===== src/verilog/pa_pkg.sv =====
/*
 * P-A unit shared definitions
 * machine word, micro-operation word, select codes and ALU flags
 */

package pa_pkg;

	// machine word width with bit 0 as the most significant bit
	localparam int word_w = 16;

	typedef logic [0:word_w-1] word_t;

	// A bus source
	typedef enum logic [1:0] {
		a_ir,
		a_l,
		a_ar,
		a_ic
	} a_sel_e;

	// W bus source
	typedef enum logic [2:0] {
		w_ir,
		w_kl,
		w_rdt,
		w_ki,
		w_at,
		w_ac,
		w_a,
		w_f
	} w_sel_e;

	// ALU function on A and AC
	// add gives ac + a + carry_in
	// sub gives ac - a - carry_in and sets carry when nothing is borrowed
	// inc/dec work on A alone
	typedef enum logic [2:0] {
		op_add,
		op_sub,
		op_and,
		op_or,
		op_xor,
		op_pass_a,
		op_inc_a,
		op_dec_a
	} alu_op_e;

	// memory address source
	// ad_ic_pri takes IC when it is nonzero and AR otherwise
	typedef enum logic [1:0] {
		ad_none,
		ad_ic,
		ad_ar,
		ad_ic_pri
	} ad_sel_e;

	// one micro-operation of 19 bits
	typedef struct packed {
		a_sel_e  a_sel;
		w_sel_e  w_sel;
		alu_op_e alu_op;
		logic    carry_in;
		logic    ld_ac;
		logic    ld_at;
		logic    ld_ar;
		logic    ld_ic;
		logic    ld_wzi;
		logic    at_shift;   // shift AT right with carry_in into bit 0
		logic    ar_inc;
		logic    ic_inc;
		ad_sel_e ad_sel;
	} ctl_t;

	// ALU result flags
	typedef struct packed {
		logic carry;   // out of bit 0
		logic zero;
		logic sign;    // result bit 0
		logic ovf;     // signed overflow
	} flags_t;

endpackage

===== src/verilog/addr_path.sv =====
/*
 * P-A address path
 * AR and IC registers, memory address select, segment compare
 */

`timescale 1ns/1ps

module addr_path
	import pa_pkg::*;
(
	input  logic  clk_sys,
	input  logic  arst_n,
	input  ctl_t  ctl,
	input  logic  ctl_stb,
	input  word_t w,
	input  word_t kl,
	input  logic  off,
	input  logic  barnb,
	output word_t ar,
	output word_t ic,
	output word_t dad,
	output logic  zga
);

	logic ic_nz;

	// address register where load beats increment
	always_ff @(posedge clk_sys or negedge arst_n) begin
		if (!arst_n) begin
			ar <= '0;
		end else if (ctl_stb) begin
			if (ctl.ld_ar) begin
				ar <= w;
			end else if (ctl.ar_inc) begin
				ar <= ar + word_t'(1);
			end
		end
	end

	// instruction counter
	// off clears it even without a strobe
	always_ff @(posedge clk_sys or negedge arst_n) begin
		if (!arst_n) begin
			ic <= '0;
		end else if (off) begin
			ic <= '0;
		end else if (ctl_stb) begin
			if (ctl.ld_ic) begin
				ic <= w;
			end else if (ctl.ic_inc) begin
				ic <= ic + word_t'(1);
			end
		end
	end

	assign ic_nz = (ic != '0);

	// memory address by priority select in place of a wired OR
	always_comb begin
		unique case (ctl.ad_sel)
			ad_none:   dad = '0;
			ad_ic:     dad = ic;
			ad_ar:     dad = ar;
			ad_ic_pri: dad = ic_nz ? ic : ar;
		endcase
	end

	// segment compare with bit 0 standing for the segment select
	assign zga = (kl == {~barnb, dad[1:word_w-1]});

endmodule


===== src/verilog/alu_path.sv =====
/*
 * P-A arithmetic path
 * A bus select, ALU with flags, AC and AT registers, zero indicator wzi
 */

`timescale 1ns/1ps

module alu_path
	import pa_pkg::*;
(
	input  logic   clk_sys,
	input  logic   arst_n,
	input  ctl_t   ctl,
	input  logic   ctl_stb,
	input  word_t  ir,
	input  word_t  l,
	input  word_t  ar,
	input  word_t  ic,
	input  word_t  w,
	output word_t  a,
	output word_t  f,
	output word_t  ac,
	output word_t  at,
	output flags_t flags,
	output logic   wzi
);

	// adder operands and result with one extra bit for carry out
	word_t              add_x;
	word_t              add_y;
	logic               add_cin;
	logic               use_adder;
	logic [0:word_w]    sum;
	word_t              logic_res;

	// A bus
	always_comb begin
		unique case (ctl.a_sel)
			a_ir: a = ir;
			a_l:  a = l;
			a_ar: a = ar;
			a_ic: a = ic;
		endcase
	end

	// adder operand setup for the arithmetic functions
	always_comb begin
		add_x     = ac;
		add_y     = a;
		add_cin   = ctl.carry_in;
		use_adder = 1'b1;
		unique case (ctl.alu_op)
			op_add: begin
				add_x   = ac;
				add_y   = a;
				add_cin = ctl.carry_in;
			end
			op_sub: begin
				// ac + ~a + 1 - borrow
				add_x   = ac;
				add_y   = ~a;
				add_cin = ~ctl.carry_in;
			end
			op_inc_a: begin
				add_x   = a;
				add_y   = '0;
				add_cin = 1'b1;
			end
			op_dec_a: begin
				add_x   = a;
				add_y   = '1;
				add_cin = 1'b0;
			end
			default: begin
				use_adder = 1'b0;
			end
		endcase
	end

	assign sum = {1'b0, add_x} + {1'b0, add_y} + {{word_w{1'b0}}, add_cin};

	// bitwise functions and A pass-through
	always_comb begin
		unique case (ctl.alu_op)
			op_and:  logic_res = ac & a;
			op_or:   logic_res = ac | a;
			op_xor:  logic_res = ac ^ a;
			default: logic_res = a;
		endcase
	end

	assign f = use_adder ? sum[1:word_w] : logic_res;

	// flags with carry and overflow only from the adder
	always_comb begin
		flags.carry = use_adder & sum[0];
		flags.zero  = (f == '0);
		flags.sign  = f[0];
		flags.ovf   = use_adder & (add_x[0] == add_y[0]) & (f[0] != add_x[0]);
	end

	// accumulator loaded from W
	always_ff @(posedge clk_sys or negedge arst_n) begin
		if (!arst_n) begin
			ac <= '0;
		end else if (ctl_stb && ctl.ld_ac) begin
			ac <= w;
		end
	end

	// AT takes the ALU result or shifts right
	always_ff @(posedge clk_sys or negedge arst_n) begin
		if (!arst_n) begin
			at <= '0;
		end else if (ctl_stb) begin
			if (ctl.ld_at) begin
				at <= f;
			end else if (ctl.at_shift) begin
				at <= {ctl.carry_in, at[0:word_w-2]};
			end
		end
	end

	// registered zero indicator
	always_ff @(posedge clk_sys or negedge arst_n) begin
		if (!arst_n) begin
			wzi <= 1'b0;
		end else if (ctl_stb && ctl.ld_wzi) begin
			wzi <= flags.zero;
		end
	end

endmodule


===== src/verilog/bus_w.sv =====
/*
 * W bus combiner
 * routes one of the external words or a path result onto W
 */

`timescale 1ns/1ps

module bus_w
	import pa_pkg::*;
(
	input  w_sel_e w_sel,
	input  word_t  ir,
	input  word_t  kl,
	input  word_t  rdt,
	input  word_t  ki,
	input  word_t  at,
	input  word_t  ac,
	input  word_t  a,
	input  word_t  f,
	output word_t  w
);

	word_t kl_masked;

	// key switches with bit 0 masked off
	assign kl_masked = {1'b0, kl[1:word_w-1]};

	always_comb begin
		unique case (w_sel)
			// external words
			w_ir:  w = ir;
			w_kl:  w = kl_masked;
			w_rdt: w = rdt;
			w_ki:  w = ki;
			// arithmetic path results
			w_at:  w = at;
			w_ac:  w = ac;
			w_a:   w = a;
			w_f:   w = f;
		endcase
	end

endmodule


===== src/verilog/pa_core.sv =====
/*
 * P-A unit top level
 * arithmetic path, address path and W bus combiner, one strobe per micro-op
 */

`timescale 1ns/1ps

module pa_core
	import pa_pkg::*;
(
	input  logic   clk_sys,
	input  logic   arst_n,
	input  ctl_t   ctl,
	input  logic   ctl_stb,
	input  word_t  ir,
	input  word_t  l,
	input  word_t  kl,
	input  word_t  rdt,
	input  word_t  ki,
	input  logic   off,
	input  logic   barnb,
	output word_t  w,
	output word_t  ddt,
	output word_t  dad,
	output word_t  ac,
	output word_t  ar,
	output word_t  ic,
	output flags_t flags,
	output logic   zga,
	output logic   wzi
);

	word_t a;
	word_t f;
	word_t at;

	// A bus, ALU, AC, AT, wzi
	alu_path u_alu_path (
		.clk_sys (clk_sys),
		.arst_n  (arst_n),
		.ctl     (ctl),
		.ctl_stb (ctl_stb),
		.ir      (ir),
		.l       (l),
		.ar      (ar),
		.ic      (ic),
		.w       (w),
		.a       (a),
		.f       (f),
		.ac      (ac),
		.at      (at),
		.flags   (flags),
		.wzi     (wzi)
	);

	// AR, IC, memory address
	addr_path u_addr_path (
		.clk_sys (clk_sys),
		.arst_n  (arst_n),
		.ctl     (ctl),
		.ctl_stb (ctl_stb),
		.w       (w),
		.kl      (kl),
		.off     (off),
		.barnb   (barnb),
		.ar      (ar),
		.ic      (ic),
		.dad     (dad),
		.zga     (zga)
	);

	bus_w u_bus_w (
		.w_sel (ctl.w_sel),
		.ir    (ir),
		.kl    (kl),
		.rdt   (rdt),
		.ki    (ki),
		.at    (at),
		.ac    (ac),
		.a     (a),
		.f     (f),
		.w     (w)
	);

	// data out only while a micro-op is strobed
	assign ddt = ctl_stb ? w : '0;

endmodule


===== config.mk =====
export PLATFORM = sky130hd
export DESIGN_NAME = pa_core
export DESIGN_NICKNAME = d
export VERILOG_FILES = /design/src/verilog/pa_pkg.sv /design/src/verilog/addr_path.sv /design/src/verilog/alu_path.sv /design/src/verilog/bus_w.sv /design/src/verilog/pa_core.sv
export SDC_FILE = /design/constraint.sdc
export NUM_CORES = 1
export LEC_CHECK = 0
export BUFFER_PORTS_ARGS = -buffer_cell sky130_fd_sc_hd__buf_2
export CORE_ASPECT_RATIO = 1.25
export CORE_MARGIN = 10
export CORE_UTILIZATION = 35
export CTS_CLUSTER_DIAMETER = 200
export DETAILED_ROUTE_END_ITERATION = 8
export PLACE_DENSITY_LB_ADDON = 0.2
export REMOVE_ABC_BUFFERS = 1
export SLEW_MARGIN = 20
export SYNTH_ARGS = -nofsm -noshare
export SYNTH_HDL_FRONTEND = slang
export SYNTH_SLANG_ARGS = --single-unit

===== constraint.sdc =====
create_clock -name clk_sys -period 15.4 [get_ports clk_sys]
set_input_delay 2.31 -clock clk_sys [delete_from_list [all_inputs] [get_ports clk_sys]]
set_output_delay 2.31 -clock clk_sys [all_outputs]
set_load 0.02 [all_outputs]

==> impl_metrics.csv <==
group,metric,value,unit
status,status,"finished, final reports clean",
drt,first_pass_iters,5,
placement,dp_cells,1469,
setup_path,worstRegToRegCells,13,
drt,routedWlPerCell,23.07,um
die,die_h,188.9,um
setup_path,r2r_end,"u_alu_path.ac[6]",
placement,hpwl,26910,um
synthesis,synth_edf_count,0,
die,start_util,0.3574,
sta,fmax,107.1,MHz
die,placementRows,61,
sta,worst_pin_slew,1009,ps
run,max-cap-violations,0,
synthesis,synthTopCellsByArea,"dfrtp_1 20%, ha_1 7.8%, o21ai_0 7.2%",
clock_tree,cts_resized,0,
clock_tree,clockBufferDepth,2,
setup_path,critPathTopFamily,"simple AND/OR/NAND/NOR gates",
power_and_ir_drop,powerDensity,107.9,nW/um^2
sta,finalCritPeriodShare,0.6060,
clock_tree,cts.sinks,65,
placement,io_buffers,205,
synthesis,synth.avg_cell_area,7.655,sq um
global_routing,grt_busiest_layer,"met2",
drt,vias_per_cell,6.001,
global_routing,grt-ovfl-total,0,
synthesis,ys_types,76,
synthesis,synth_top_area_frac,0.2035,
setup_path,crit_chain,"buf_2, clkinv_1, nand2_1, o21ai_0, nand2_1, o221ai_1, fa_1, nor2b_1, o2111ai_1, a21boi_1, nand2_1, and4_1, nor3_1, a41oi_1, nor2_1, buf_2",
hold_path,min_from,"u_alu_path.at[0]",
global_routing,grt_pass1_vias,9014,
clock_tree,clk_pin_slew,60,ps
setup_path,worstSetupEndpointType,"output port",
global_routing,use_met2,0.3905,
synthesis,syn-cell-area,7991,sq um
global_routing,grt_use_met3,0.03741,
synthesis,synthCells,1044,
synthesis,synth_common_cells,"115 x o21ai_0, 100 x nand2_1, 94 x a21oi_1",
hold_path,hold_end,"u_alu_path.at[0]",
drt,vias,8911,
setup_path,reg2reg_from,"u_addr_path.ic[0]",
global_routing,antenna_found_initial,0,
die,chipWidth,155.2,um
sta,rsz0062_at_grt,"false",
placement,gp_congestion,0.9671,
power_and_ir_drop,total_power,0.001018,W
hold_path,hold-path-cell-count,2,
hold_path,hp-class,"flip-flop to flip-flop",
setup_path,critPathBufInv,3,
global_routing,grt_pass1_wl,52850,um
power_and_ir_drop,peakVddDrop,0.05720,mV
synthesis,async_flop_share,1.000,
clock_tree,post_cts_buffers,0,
finish,antennaDiodeCount,0,
global_routing,met1_usage,0.2728,
clock_tree,cts.htree.levels,3,
setup_path,critPathMaxStageDelay,660,ps
finish,drive_gt1_frac,0.2255,
finish,area_growth_syn_to_layout,18.02,%
setup_path,cp_data_required_time,13090,ps
sta,setup_tns,0,ps
drt,dr.first_iter.drc_count,613,
setup_path,worstPathArrival,7020,ps
drt,ant_nets,0,
synthesis,seq_area_frac_synth,0.2035,
die,coreArea,22360,sq um
clock_tree,numCtsBuffers,9,
power_and_ir_drop,power_leakage,4.414,nW
setup_path,path_class,"input port to output port",
sta,min_period,9333,ps
drt,drc_errors,0,
setup_path,rrSetupSlack,10850,ps
die,die_area,29310,sq um
clock_tree,cts_root_buf,"clkbuf_16",
die,top_level_ports,206,
synthesis,synth_most_common_cell,"o21ai_0",
setup_path,cp_max_fo,19,
setup_path,path_common_cell,"nand2_1",
finish,final_cells,1485,
finish,fin_nets,1353,
drt,wl,34260,um
finish,num-fill-cells,2363,
sta,clock_skew,8.992,ps
sta,drv_slew,0,
sta,final-hold-violation-count,0,
global_routing,grt_max_degree,66,
clock_tree,postCtsHoldBufs,0,
synthesis,yosysTopAreaCell,"dfrtp_1",
setup_path,slowest_stage,"nand2_1",
setup_path,crit_path_start_kind,"input port",
synthesis,ys_seq_elements,65,
global_routing,grt_use_total,0.2263,
clock_tree,cts_tree,"done",
synthesis,synth_flop_cell,"dfrtp_1",
synthesis,yosys_warnings,0,
clock_tree,clkLatencyLatePin,330,ps
sta,setup_viol,0,
sta,max_slew_margin,0.3256,
==> how the worst max path moves through the flow <==
stage | to | slack (ps) | cells after the start | startpoint
2_1_floorplan | ddt[12] | 6860 | 15 | ctl[11]
3_3_place_gp | w[6] | 6120 | 17 | ctl[11]
3_5_place_dp | ddt[15] | 6110 | 16 | ctl[11]
4_1_cts | w[6] | 6110 | 17 | ctl[11]
5_1_grt | ddt[15] | 5690 | 16 | ctl[11]
6_report | ddt[15] | 6070 | 16 | ctl[11]
==> cells by family (layout without fill, tap and decap cells) <==
group / count (synthesis) / count (layout) / synth area share
AOI/OAI and AO/OA: 372 / 372 / 0.2925
and+or+nand+nor: 318 / 318 / 0.1893
DFF: 65 / 65 / 0.2035
buffers and inverters: 135 / 293 / 0.06560
muxes: 82 / 82 / 0.1439
adders and majority gates: 52 / 52 / 0.08329
xor gates and xnor gates: 20 / 20 / 0.02192
==> per-stage QoR <==
step / area, sq um / hold slack [ps] / util / setup slack (ps)
3_5_place_dp: 9175 / 468.3 / 0.4103 / 6105
2_1_floorplan: 7694 / 442.2 / - / 6861
4_1_cts: 9432 / 491.8 / 0.4218 / 6105
5_1_grt: 9432 / 521.4 / 0.4218 / 5694
6_report: 9432 / 490.1 / 0.4218 / 6067
3_3_place_gp: 9168 / 464.3 / 0.4099 / 6121
==> worst min-delay path, cell delays in order, from the launching register on <==
cell	delay, ps
dfrtp_1	350
nand2_1	50
o21ai_0	60
==> registers in the layout, summed over array words and instances (netlist names) <==
signal and count:
u_alu_path.at 16, u_addr_path.ic 16, u_alu_path.wzi 1, u_addr_path.ar 16
u_alu_path.ac 16
==> power by group <==
| part | internal, W | switching (W) |
|---|---|---|
| logic | 0.000212 | 0.000354 |
| registers | 0.000206 | 0.0000619 |
| clock network | 0.000108 | 0.0000759 |
==> layout by cell type, fill, tap and decap left out, types with 16 or more instances in the layout <==
| cell type | Yosys | final |
|---|---|---|
| buf_2 | 7 | 205 |
| o21ai_0 | 115 | 115 |
| nand2_1 | 100 | 100 |
| a21oi_1 | 94 | 94 |
| nor2_1 | 85 | 85 |
| dfrtp_1 | 65 | 65 |
| inv_1 | 56 | 56 |
| ha_1 | 50 | 50 |
| mux2i_1 | 47 | 47 |
| mux4_2 | 25 | 25 |
| o22ai_1 | 20 | 20 |
| nand3_1 | 20 | 20 |
| nor3_1 | 19 | 19 |
| nor2b_1 | 17 | 17 |
| xnor2_1 | 17 | 17 |
| a22o_1 | 16 | 16 |
==> metal layers <==
layer | part of all wire | vias up | wire, um
li1 | - | 4179 | -
met4 | 0.032 | 0 | 1098
met2 | 0.50 | 425 | 17080
met1 | 0.40 | 4247 | 13870
met5 | 0 | - | 0
met3 | 0.064 | 60 | 2201
==> area by class of cell <==
| type | count | area [sq um] | area share |
|---|---|---|---|
| sequential | 65 | 1627 | 0.1725 |
| timing repair buffer | 217 | 1116 | 0.1183 |
| tap | 283 | 354.1 | 0.03754 |
| multi-input combinational | 844 | 5852 | 0.6205 |
| inverter | 60 | 226.5 | 0.02401 |
| clock buffer | 12 | 236.5 | 0.02507 |
| clock inverter | 4 | 20.02 | 0.002123 |
Power figures use the tool's default switching activity.
